[config.mk]
export PLATFORM = sky130hd
export DESIGN_NAME = lsq_top
export DESIGN_NICKNAME = d
export VERILOG_FILES = /design/src/common/lsq_pkg.sv /design/src/hdl/lsq_retire.sv /design/src/hdl/lsq_top.sv /design/src/ldq/ldq.sv /design/src/stq/st_write_port.sv /design/src/stq/stq.sv
export SDC_FILE = /design/constraint.sdc
export NUM_CORES = 2
export LEC_CHECK = 0
export BUFFER_PORTS_ARGS = -buffer_cell sky130_fd_sc_hd__buf_2
export CAP_MARGIN = 20
export CORE_MARGIN = 8
export CORE_UTILIZATION = 35
export DETAILED_ROUTE_END_ITERATION = 12
export PLACE_DENSITY = 0.6
export SLEW_MARGIN = 20
export SYNTH_ARGS = -nofsm -noshare
export SYNTH_HDL_FRONTEND = slang
export SYNTH_SLANG_ARGS = --single-unit
[constraint.sdc]
create_clock -name clk -period 19.15 [get_ports clk]
set_input_delay 3.83 -clock clk [delete_from_list [all_inputs] [get_ports clk]]
set_output_delay 3.83 -clock clk [all_outputs]
set_load 0.02 [all_outputs]
[src/common/lsq_pkg.sv]
`default_nettype none

package lsq_pkg;

  localparam int ADDR_W = 32;
  localparam int TAG_W  = 6;
  localparam int DATA_W = 64;

  typedef enum logic {
    OP_LOAD,
    OP_STORE
  } op_kind_e;

  typedef enum logic [1:0] {
    SZ_1,
    SZ_2,
    SZ_4,
    SZ_8
  } acc_size_e;

  // one issued memory op, data unused for loads
  typedef struct packed {
    op_kind_e          kind;
    acc_size_e         size;
    logic [TAG_W-1:0]  tag;
    logic [ADDR_W-1:0] addr;
    logic [DATA_W-1:0] data;
  } mem_op_t;

  typedef struct packed {
    logic [ADDR_W-4:0] word;
    logic [7:0]        bgn_ben;
    logic [7:0]        end_ben;
  } byte_span_t;

  typedef struct packed {
    logic [TAG_W-1:0]  tag;
    logic [ADDR_W-1:0] addr;
    logic              ldconfl;
  } ld_entry_t;

  typedef struct packed {
    logic [TAG_W-1:0]  tag;
    logic [ADDR_W-1:0] addr;
    acc_size_e         size;
    logic [DATA_W-1:0] data;
  } st_entry_t;

  typedef struct packed {
    op_kind_e          kind;
    logic [TAG_W-1:0]  tag;
    logic [ADDR_W-1:0] addr;
    logic              ldconfl;
  } ret_info_t;

  typedef struct packed {
    logic              en;
    logic [ADDR_W-4:0] word;
    logic [7:0]        bgn_ben;
    logic [7:0]        end_ben;
    logic [127:0]      data128;
  } st_req_t;

  // bytes touched in the addressed word and the one after it
  function automatic byte_span_t byte_span(input logic [ADDR_W-1:0] addr,
                                           input acc_size_e size);
    byte_span_t  span;
    logic [7:0]  base;
    logic [15:0] mask;
    case (size)
      SZ_1:    base = 8'h01;
      SZ_2:    base = 8'h03;
      SZ_4:    base = 8'h0f;
      default: base = 8'hff;
    endcase
    mask = {8'h00, base} << addr[2:0];
    span.word = addr[ADDR_W-1:3];
    span.bgn_ben = mask[7:0];
    span.end_ben = mask[15:8];
    return span;
  endfunction

endpackage

`default_nettype wire

[src/hdl/lsq_retire.sv]
`default_nettype none
`timescale 1ns/10ps

module lsq_retire import lsq_pkg::*; #(
  parameter int LDQ_DEPTH = 8,
  parameter int STQ_DEPTH = 8
) (
  input  wire       clk,
  input  wire       rst,
  input  wire       except,
  input  wire       op_en,
  input  wire       mem_op_t op,
  input  wire       retire_req,
  output logic      retire_ack,
  output ret_info_t ret,
  input  wire       ld_entry_t ld_head,
  input  wire       st_entry_t st_head,
  output logic      ld_pop,
  output logic      st_pop,
  output logic      wp_load,
  input  wire       wp_free
);

  localparam int ORD_DEPTH = LDQ_DEPTH + STQ_DEPTH;
  localparam int PTR_W = $clog2(ORD_DEPTH);
  localparam int CNT_W = $clog2(ORD_DEPTH + 1);

  op_kind_e         ord_mem [ORD_DEPTH];
  logic [PTR_W-1:0] ord_wr;
  logic [PTR_W-1:0] ord_rd;
  logic [CNT_W-1:0] ord_cnt;
  op_kind_e         oldest;
  logic             do_ack;

  assign oldest = ord_mem[ord_rd];

  // a store also needs the write port to be empty
  assign do_ack = retire_req && !retire_ack && (ord_cnt != '0) &&
                  ((oldest == OP_LOAD) || wp_free);
  assign ld_pop = do_ack && (oldest == OP_LOAD);
  assign st_pop = do_ack && (oldest == OP_STORE);
  assign wp_load = st_pop;

  always_ff @(posedge clk) begin
    if (rst) begin
      retire_ack <= 1'b0;
    end else if (do_ack) begin
      retire_ack <= 1'b1;
    end else if (!retire_req) begin
      retire_ack <= 1'b0;
    end
  end

  always_ff @(posedge clk) begin
    if (do_ack) begin
      ret.kind <= oldest;
      ret.tag <= (oldest == OP_LOAD) ? ld_head.tag : st_head.tag;
      ret.addr <= (oldest == OP_LOAD) ? ld_head.addr : st_head.addr;
      ret.ldconfl <= (oldest == OP_LOAD) && ld_head.ldconfl;
    end
  end

  // program order of kinds
  always_ff @(posedge clk) begin
    if (rst || except) begin
      ord_wr <= '0;
      ord_rd <= '0;
      ord_cnt <= '0;
    end else begin
      if (op_en) begin
        ord_wr <= (ord_wr == PTR_W'(ORD_DEPTH - 1)) ? '0 : ord_wr + 1'b1;
      end
      if (do_ack) begin
        ord_rd <= (ord_rd == PTR_W'(ORD_DEPTH - 1)) ? '0 : ord_rd + 1'b1;
      end
      case ({op_en, do_ack})
        2'b10:   ord_cnt <= ord_cnt + 1'b1;
        2'b01:   ord_cnt <= ord_cnt - 1'b1;
        default: ord_cnt <= ord_cnt;
      endcase
    end
  end

  always_ff @(posedge clk) begin
    if (op_en) begin
      ord_mem[ord_wr] <= op.kind;
    end
  end

endmodule

`default_nettype wire

[src/hdl/lsq_top.sv]
`default_nettype none
`timescale 1ns/10ps

module lsq_top import lsq_pkg::*; #(
  parameter int LDQ_DEPTH = 8,
  parameter int STQ_DEPTH = 8
) (
  input  wire       clk,
  input  wire       rst,
  input  wire       except,
  input  wire       op_en,
  input  wire       mem_op_t op,
  output logic      ld_full,
  output logic      st_full,
  input  wire       retire_req,
  output logic      retire_ack,
  output ret_info_t ret,
  input  wire       st_stall,
  output st_req_t   st_req
);

  logic      ld_confl;
  logic      ld_pop;
  logic      st_pop;
  logic      wp_load;
  logic      wp_free;
  ld_entry_t ld_head;
  st_entry_t st_head;

  ldq #(.LDQ_DEPTH(LDQ_DEPTH)) u_ldq (
    .clk      (clk),
    .rst      (rst),
    .except   (except),
    .op_en    (op_en),
    .op       (op),
    .ld_confl (ld_confl),
    .ld_pop   (ld_pop),
    .ld_head  (ld_head),
    .ld_full  (ld_full)
  );

  stq #(.STQ_DEPTH(STQ_DEPTH)) u_stq (
    .clk      (clk),
    .rst      (rst),
    .except   (except),
    .op_en    (op_en),
    .op       (op),
    .ld_confl (ld_confl),
    .st_pop   (st_pop),
    .st_head  (st_head),
    .st_full  (st_full)
  );

  lsq_retire #(.LDQ_DEPTH(LDQ_DEPTH), .STQ_DEPTH(STQ_DEPTH)) u_lsq_retire (
    .clk        (clk),
    .rst        (rst),
    .except     (except),
    .op_en      (op_en),
    .op         (op),
    .retire_req (retire_req),
    .retire_ack (retire_ack),
    .ret        (ret),
    .ld_head    (ld_head),
    .st_head    (st_head),
    .ld_pop     (ld_pop),
    .st_pop     (st_pop),
    .wp_load    (wp_load),
    .wp_free    (wp_free)
  );

  st_write_port u_st_write_port (
    .clk      (clk),
    .rst      (rst),
    .wp_load  (wp_load),
    .st_head  (st_head),
    .wp_free  (wp_free),
    .st_stall (st_stall),
    .st_req   (st_req)
  );

endmodule

`default_nettype wire

[src/ldq/ldq.sv]
`default_nettype none
`timescale 1ns/10ps

module ldq import lsq_pkg::*; #(
  parameter int LDQ_DEPTH = 8
) (
  input  wire       clk,
  input  wire       rst,
  input  wire       except,
  input  wire       op_en,
  input  wire       mem_op_t op,
  input  wire       ld_confl,
  input  wire       ld_pop,
  output ld_entry_t ld_head,
  output logic      ld_full
);

  localparam int PTR_W = (LDQ_DEPTH > 1) ? $clog2(LDQ_DEPTH) : 1;
  localparam int CNT_W = $clog2(LDQ_DEPTH + 1);

  ld_entry_t        mem [LDQ_DEPTH];
  logic [PTR_W-1:0] wr_ptr;
  logic [PTR_W-1:0] rd_ptr;
  logic [CNT_W-1:0] count;
  logic             push;
  logic             pop;

  assign ld_full = (count == CNT_W'(LDQ_DEPTH));
  assign push = op_en && (op.kind == OP_LOAD) && !ld_full;
  assign pop = ld_pop && (count != '0);
  assign ld_head = mem[rd_ptr];

  always_ff @(posedge clk) begin
    if (rst || except) begin
      wr_ptr <= '0;
      rd_ptr <= '0;
      count <= '0;
    end else begin
      if (push) begin
        if (wr_ptr == PTR_W'(LDQ_DEPTH - 1)) begin
          wr_ptr <= '0;
        end else begin
          wr_ptr <= wr_ptr + 1'b1;
        end
      end
      if (pop) begin
        if (rd_ptr == PTR_W'(LDQ_DEPTH - 1)) begin
          rd_ptr <= '0;
        end else begin
          rd_ptr <= rd_ptr + 1'b1;
        end
      end
      case ({push, pop})
        2'b10:   count <= count + 1'b1;
        2'b01:   count <= count - 1'b1;
        default: count <= count;
      endcase
    end
  end

  // conflict bit from stq is captured with the load
  always_ff @(posedge clk) begin
    if (push) begin
      mem[wr_ptr] <= '{tag: op.tag, addr: op.addr, ldconfl: ld_confl};
    end
  end

endmodule

`default_nettype wire

[src/stq/st_write_port.sv]
`default_nettype none
`timescale 1ns/10ps

module st_write_port import lsq_pkg::*; (
  input  wire       clk,
  input  wire       rst,
  input  wire       wp_load,
  input  wire       st_entry_t st_head,
  output logic      wp_free,
  input  wire       st_stall,
  output st_req_t   st_req
);

  st_entry_t    ent;
  logic         held;
  byte_span_t   span;
  logic [127:0] data_wide;

  assign wp_free = !held;

  // stays held until a cycle without stall
  always_ff @(posedge clk) begin
    if (rst) begin
      held <= 1'b0;
    end else begin
      held <= wp_load || (held && st_stall);
    end
  end

  always_ff @(posedge clk) begin
    if (wp_load) begin
      ent <= st_head;
    end
  end

  assign span = byte_span(ent.addr, ent.size);
  assign data_wide = 128'(ent.data);

  always_comb begin
    st_req.en = held && !st_stall;
    st_req.word = span.word;
    st_req.bgn_ben = span.bgn_ben;
    st_req.end_ben = span.end_ben;
    // byte lane shift by the low address bits
    st_req.data128 = data_wide << {ent.addr[2:0], 3'b000};
  end

endmodule

`default_nettype wire

[src/stq/stq.sv]
`default_nettype none
`timescale 1ns/10ps

module stq import lsq_pkg::*; #(
  parameter int STQ_DEPTH = 8
) (
  input  wire       clk,
  input  wire       rst,
  input  wire       except,
  input  wire       op_en,
  input  wire       mem_op_t op,
  output logic      ld_confl,
  input  wire       st_pop,
  output st_entry_t st_head,
  output logic      st_full
);

  localparam int PTR_W = (STQ_DEPTH > 1) ? $clog2(STQ_DEPTH) : 1;

  st_entry_t        mem [STQ_DEPTH];
  logic [STQ_DEPTH-1:0] valid;
  logic [STQ_DEPTH-1:0] hit;
  logic [PTR_W-1:0] wr_ptr;
  logic [PTR_W-1:0] rd_ptr;
  logic             push;
  logic             pop;
  logic             is_load;
  byte_span_t       ld_span;

  // any shared byte in either word of either access
  function automatic logic spans_overlap(input byte_span_t ld, input byte_span_t st);
    logic [ADDR_W-4:0] ld_next;
    logic [ADDR_W-4:0] st_next;
    ld_next = ld.word + 1'b1;
    st_next = st.word + 1'b1;
    return ((ld.word == st.word) && |(ld.bgn_ben & st.bgn_ben)) ||
           ((ld.word == st_next) && |(ld.bgn_ben & st.end_ben)) ||
           ((ld_next == st.word) && |(ld.end_ben & st.bgn_ben));
  endfunction

  // slot under the write pointer still valid means the ring is full
  assign st_full = valid[wr_ptr];
  assign push = op_en && (op.kind == OP_STORE) && !st_full;
  assign pop = st_pop && valid[rd_ptr];
  assign st_head = mem[rd_ptr];

  assign is_load = op_en && (op.kind == OP_LOAD);
  assign ld_span = byte_span(op.addr, op.size);

  always_comb begin
    hit = '0;
    for (int i = 0; i < STQ_DEPTH; i++) begin
      hit[i] = valid[i] && spans_overlap(ld_span, byte_span(mem[i].addr, mem[i].size));
    end
  end

  assign ld_confl = is_load && (|hit);

  always_ff @(posedge clk) begin
    if (rst || except) begin
      valid <= '0;
      wr_ptr <= '0;
      rd_ptr <= '0;
    end else begin
      if (push) begin
        valid[wr_ptr] <= 1'b1;
        if (wr_ptr == PTR_W'(STQ_DEPTH - 1)) begin
          wr_ptr <= '0;
        end else begin
          wr_ptr <= wr_ptr + 1'b1;
        end
      end
      if (pop) begin
        valid[rd_ptr] <= 1'b0;
        if (rd_ptr == PTR_W'(STQ_DEPTH - 1)) begin
          rd_ptr <= '0;
        end else begin
          rd_ptr <= rd_ptr + 1'b1;
        end
      end
    end
  end

  always_ff @(posedge clk) begin
    if (push) begin
      mem[wr_ptr] <= '{tag: op.tag, addr: op.addr, size: op.size, data: op.data};
    end
  end

endmodule

`default_nettype wire

# ---- Word level (Yosys, flattened, before mapping)
# Memories as Yosys holds them, arrays and structs flattened. A register that Yosys moved wholly into a read port is not among the register bits.
# Index checks and enable logic that the tools add are counted.
dict set report word_totals {
  ff_bits 177
  ramBits 1160
  inputBits 111
  output_inout_bits 217
  wordCells 297
  mem_count 3
}
dict set report op_classes {
  addsub 19
  order_cmp 4
  n_eq_ne 56
  shifts 11
  mux 45
  bitwise_logic 29
  reduce_logical 112
}
# name depth width read_ports rd_clocked_by_memory_dff write_ports line_no
set mem_list {}
lappend mem_list {u_stq.mem 8 104 9 1 1 stq.sv:20} ;# st_entry_t mem [STQ_DEPTH];
lappend mem_list {u_ldq.mem 8 39 1 1 1 ldq.sv:21} ;# ld_entry_t mem [LDQ_DEPTH];
lappend mem_list {u_lsq_retire.ord_mem 16 1 1 1 1 lsq_retire.sv:28} ;# op_kind_e ord_mem [ORD_DEPTH];
# operator count
set ops {}
lappend ops {{29-bit equality test} 24}
lappend ops {{29-bit by 1-bit adder with 29-bit output, second input constant} 9}
lappend ops {{8-bit one-hot mux with 3 select lines} 10}
lappend ops {{8-bit bitwise AND} 25}
lappend ops {{8-bit OR reduction} 25}
lappend ops {{8-bit by 3-bit left shift with 16-bit output} 10}
lappend ops {{64-bit by 6-bit left shift with 128-bit output} 1}
lappend ops {{1-bit logical AND} 49}
lappend ops {{32-bit 2-to-1 mux} 1}
lappend ops {{2-bit by 1-bit equality test with 1-bit output, second input constant} 12}
lappend ops {{2-bit equality test, second input constant} 12}
lappend ops {{3-bit 2-to-1 mux} 8}
lappend ops {{8-bit 2-to-1 mux} 3}
lappend ops {{2-bit logical NOT} 10}
lappend ops {{1-bit logical OR} 19}
lappend ops {{4-bit 2-to-1 mux} 4}
lappend ops {{3-bit by 1-bit adder with 3-bit output, second input constant} 4}
lappend ops {{4-bit by 1-bit adder with 4-bit output, second input constant} 3}
lappend ops {{3-bit equality test, second input constant} 4}
lappend ops {{4-bit equality test, second input constant} 3}
lappend ops {{1-bit 2-to-1 mux} 12}
lappend ops {{5-bit one-hot mux with 2 select lines} 1}
lappend ops {{3-bit by 4-bit < comparator with 1-bit output, second input constant} 2}
lappend ops {{8-bit inverter} 1}
lappend ops {{other kinds (15)} 24}

# ---- Logic depth before layout (Yosys ltp)
# An unclocked memory read counts as a cell.
dict set report logic_depth {
  ltp_word 12
  depth_mapped 13
  ltp_nobuf 13
}

# ---- Modules after synthesis
# Synthesis repeated with hierarchy kept, for this count alone.
dict set report unflattened {
  cells_unflattened 5155
  hier_area_um2 70701.6
}
# mod instances cells_each area_each_um2 seq_area_each_um2
set modules_own_cells {}
lappend modules_own_cells {stq 1 3790 48109.9 25324.3}
lappend modules_own_cells {ldq 1 530 12474.5 9629.2}
lappend modules_own_cells {st_write_port 1 580 6522.5 2962.8}
lappend modules_own_cells {lsq_retire 1 255 3594.7 2042.0}

# ---- Least setup slack after synthesis
# Ideal clock, no wire load.
dict set report synth_timing {
  kind {input-to-reg}
  startpoint {input op_en}
  endpoint {register u_stq.valid[2]}
  setup_time_ns 0.092
  arrival_ns 13.240
  required_ns 19.058
  slack_ns 5.818
  path_stages 6
  path_buffers 1
  cell_sequence {clkbuf_8 and2_1 nand3_1 or2_2 nor3b_1 o221a_2}
}
dict set report synth_between {
  elab_chain_len 6
}
# element line_no
set synth_lines {}
lappend synth_lines {{from (decl)} lsq_top.sv:11} ;# input wire op_en,
lappend synth_lines {{1-bit logical AND (*) (2 in a row)} stq.sv:43} ;# assign push = op_en && (op.kind == OP_STORE) && !st_full;
lappend synth_lines {{8-bit 2-to-1 mux (*)} stq.sv:65} ;# if (push) begin
lappend synth_lines {{8-bit 2-to-1 mux (*)} stq.sv:60} ;# if (rst || except) begin
lappend synth_lines {{8-bit bitwise AND (no line)} -}
lappend synth_lines {{8-bit 2-to-1 mux (*)} stq.sv:73} ;# if (pop) begin
lappend synth_lines {{to (signal assigned)} stq.sv:61} ;# valid <= '0;
lappend synth_lines {{to (signal, indexed assignment)} stq.sv:66} ;# valid[wr_ptr] <= 1'b1;
lappend synth_lines {{to (signal, indexed assignment)} stq.sv:74} ;# valid[rd_ptr] <= 1'b0;
lappend synth_lines {{to (decl)} stq.sv:21} ;# logic [STQ_DEPTH-1:0] valid;
# Mark *: on every way between the ends. The rest lies on a longest branch, timed or not. The select of a mux whose other input is x is not followed.
# A chain may end at the register's enable or synchronous reset.

# ---- Final worst setup path
dict set report layout_timing {
  startpoint {input op[69] in the netlist's numbering}
  endpoint {memory u_ldq.mem[1][0] in the netlist's numbering, data pin}
}
dict set report layout_between {
  elab_chain_len 7
  word_cells_on_any_way 75
  cone_classes {1 x add/sub; 24 x eq/ne; 50 x reduce/logical}
}
# element line_no
set layout_lines {}
lappend layout_lines {{from (decl)} lsq_top.sv:12} ;# input wire mem_op_t op,
lappend layout_lines {{29-bit by 1-bit adder with 29-bit output, or another cell as far along} stq.sv:34} ;# ld_next = ld.word + 1'b1;
lappend layout_lines {{29-bit equality test, or another cell as far along} stq.sv:38} ;# ((ld_next == st.word) && |(ld.end_ben & st.bgn_ben));
lappend layout_lines {{1-bit logical AND / 1-bit logical OR (equally long branches)} {stq.sv:38, stq.sv:36}}
lappend layout_lines {{1-bit logical OR} stq.sv:37} ;# ((ld.word == st_next) && |(ld.bgn_ben & st.end_ben)) ||
lappend layout_lines {{1-bit logical AND} stq.sv:53} ;# hit[i] = valid[i] && spans_overlap(ld_span, byte_span(mem[i].addr, mem[i].size));
lappend layout_lines {{8-bit OR reduction (*)} stq.sv:57} ;# assign ld_confl = is_load && (|hit);
lappend layout_lines {{1-bit logical AND (*)} stq.sv:57}
lappend layout_lines {{via ld_confl} lsq_top.sv:22} ;# logic ld_confl;
lappend layout_lines {{to (decl)} ldq.sv:21}
# Mark *: on every way through the listed nets, which the timed path passes. The rest lies on a longest branch.

==> impl_metrics.ini <==
[timing]
tightestPinTransition_ps = 1242
fmax_mhz = 123.5
setup_viol = 0
setup-tns-final_ps = 0
fin_crit_sh_pct = 42.28
drv_slew = 0
rsz0062_at_grt = false
finClkSkew_ps = 45.96
hold_viol = 0
fin_crit_ps = 8096
maxSlewHeadroom_pct = 16.44

[floorplan]
rows = 163
coreArea_um2 = 196800
dieArea_um2 = 212000
fp.dieH_um = 460.4
dieWidth_um = 460.4
io_pins = 328
initial_core_util_pct = 35.13

[yosys]
synth_warnings = 0
synth_xor_area_share_pct = 6.767
synthAdderAreaFrac_pct = 0.6117
netlist_area_um2 = 69130
synth_area_leaders = edfxtp_1, mux4_2, xnor2_1
synth_edf_count = 1298
synth.largest_area_cell = edfxtp_1
ys_seq_area_share_pct = 57.80
muxShareOfSynthArea_pct = 13.39
yosys_register_bits = 1347
synth-simple-area-share_pct = 10.71
synth_top_family_by_area = multiplexers
ys_types = 110
yosysTopAreaCellShare_pct = 56.38
ys_async_sr_fraction_pct = 0
synthCells = 5132
syn_avg_cell_area_um2 = 13.47
synth_flop_cell = edfxtp_1
synth-compound-area-share_pct = 7.851

[critical_path]
r2r-end = u_ldq.mem[1][0]
crit_start = op[69]
endpoint = u_ldq.mem[1][0]
cp-start-kind = primary input
worstPathArrival_ps = 8620
r2r_start = u_stq.mem[4][74]
worstPathRequired_ps = 19680
reg2regPathDepth = 9
worstSetupPathType = in -> reg
cp_max_fo = 54
worstSetupEndpointType = flip-flop
reg2reg_slack_ps = 14000

[global_routing]
antenna_found_initial = 36
grt_pass1_vias = 45522
grt_overflow = 0
grt_pass1_wl_um = 341600
grt_max_degree = 113
grt_usage_pct = 21.88

[clock_tree]
ctsHtreeMaxLevel = 4
cts_buffers = 140
path_clk_slew_ps = 60
postCtsSetupRepairBufs = 0
ctsHoldBuffers = 0
clk-insertion-delay-late_ps = 820
cts_tree = done
clockRootBuffer = clkbuf_16
cts.sinks = 1347
clockBufferDepth = 3
cts_resized = 0

[finish]
fillers = 18307
seq_area_um2 = 39980
finalNetCount = 5447
area_delta_synth_final_pct = 12.80
post-route-util_pct = 39.62
drive_above_1_share_pct = 21.02
multiInputGateArea_um2 = 27340

[run_status]
run_status = completed

[pwr]
p_leak_uw = 0.02438
pwr_density_cell_nw_per_um2 = 82.93
peakVddDrop_v = 0.00008538

[drt]
avgRoutedWirePerCell_um = 29.86
routed_via_density = 5.930
drcViolationCount = 0
antenna_left = 0
drt_first_pass_iters = 7
via_count = 47870
drt_iter0_drc = 6162
totalWireLength_um = 241100

[run]
cap_violations = 0

[worst_hold_path]
min_path_type = reg -> reg

[place]
port-buffer-count = 318
place.gp.congestion = 1.018
dp_hpwl_um = 167900
==> cells in the mapped netlist, types with 22 or more instances <==
| cell | instances |
|---|---|
| inv_1 | 70 |
| nand3_1 | 156 |
| nand2b_1 | 34 |
| buf_1 | 70 |
| or4_1 | 32 |
| a211oi_1 | 27 |
| o22ai_1 | 38 |
| buf_4 | 38 |
| nor2b_1 | 25 |
| nor3_1 | 101 |
| ha_1 | 29 |
| mux2i_1 | 122 |
| dfxtp_1 | 49 |
| nand4_1 | 138 |
| xor2_1 | 202 |
| a31oi_1 | 42 |
| nand2_1 | 282 |
| a21oi_1 | 180 |
| o21a_1 | 29 |
| a22oi_1 | 22 |
| clkbuf_1 | 263 |
| and3_1 | 33 |
| and2_1 | 62 |
| nor2_1 | 251 |
| edfxtp_1 | 1298 |
| mux4_2 | 290 |
| o21ai_0 | 192 |
| nor4_1 | 116 |
| or3_1 | 32 |
| o211ai_1 | 49 |
| or2_2 | 30 |
| mux2_2 | 131 |
| xnor2_1 | 327 |
==> cells by family (layout without fill, tap and decap cells) <==
group | count (synthesis) | in the layout
other cells | 1 | 23
simple gates | 1396 | 1396
buf+inv | 463 | 742
fa+ha+maj | 33 | 33
flops | 1347 | 1347
mux | 544 | 544
compound gates | 817 | 817
xor+xnor | 531 | 531
==> layout by cell type, fill, tap and decap left out, drive strengths merged, types with 35 or more instances in the layout <==
cell type,n
nor3,102
nor2,252
nor4,121
nand4,139
nand2,282
inv,80
dfxtp,49
mux2i,122
a31oi,42
and2,62
xor2,202
buf,413
edfxtp,1298
o22ai,38
nand3,156
xnor2,327
or4,35
mux2,131
o21ai,193
mux4,291
clkinv,71
a21oi,181
clkbuf,163
o211ai,49
==> layer usage <==
metal	routed length [µm]	global-route usage, %	vias to the layer above
li1	-	-	20425
met1	101200	30.71	24508
met2	107800	33.41	2471
met3	21700	4.683	452
met4	10280	8.171	14
met5	93	0	-
==> worst max-delay path: stages <==
cell and delay [ps]:
buf_2 90, buf_4 490, nand4_1 700, nor2_1 910, nand3_1 710, xor2_1 340, or4_1 560, nor4_1 380
nor4_1 120, a41oi_2 440
==> worst min path at each step <==
stage,depth (start not counted),startpoint,endpoint
detailed placement,2,u_lsq_retire.retire_ack,u_lsq_retire.retire_ack
global route,2,u_lsq_retire.ord_cnt[4],u_lsq_retire.ord_cnt[4]
floorplan,2,u_lsq_retire.ord_cnt[4],u_lsq_retire.ord_cnt[4]
finish,2,u_lsq_retire.ord_cnt[4],u_lsq_retire.ord_cnt[4]
CTS,2,u_lsq_retire.ord_cnt[4],u_lsq_retire.ord_cnt[4]
global placement,2,u_ldq.count[3],u_ldq.count[3]
==> final cells by class <==
class	count	area share, %
Antenna cell	14	0.04492
Clock inverter	93	1.345
Tap cell	2640	4.236
Timing Repair Buffer	413	3.093
Multi-Input combinational cell	3330	35.06
Inverter	73	0.3514
Sequential cell	1347	51.27
Clock buffer	163	4.603
==> sequential cells by signal (all words and copies together), names as in the netlist, 4 cells and up, named ones only <==
register                   cells
u_ldq.mem                    312
u_ldq.count                    4
u_st_write_port.ent            5
u_lsq_retire.ord_rd            4
u_stq.valid                    8
u_lsq_retire.ord_mem          16
u_lsq_retire.ord_wr            4
u_st_write_port.st_req        29
u_stq.mem                    832
u_lsq_retire.ret              40
u_st_write_port.data_wide     64
u_lsq_retire.ord_cnt           5
==> where the power goes <==
group          leakage, µW  switching, µW  total, µW  internal, µW
Clock              0.00224           1220       2740          1520
Sequential          0.0121           23.2       3280          3260
Combinational       0.0100            309        439           130
==> through the flow <==
step | cell area [µm²] | hold WS, ps | setup slack (ps) | instances | power [µW]
3_3_place_gp | 73280 | 474.5 | 10630 | 7802 | 3773
5_1_grt | 77960 | 537.8 | 10850 | 8064 | 6653
3_5_place_dp | 73280 | 489.9 | 10290 | 7802 | 3776
6_report | 77980 | 499.4 | 11050 | 8073 | 6467
2_1_floorplan | 69160 | 458.2 | 5818 | 5140 | 3587
4_1_cts | 77910 | 499.2 | 11130 | 8058 | 6517
No activity file was read; power rests on OpenSTA's default activity.
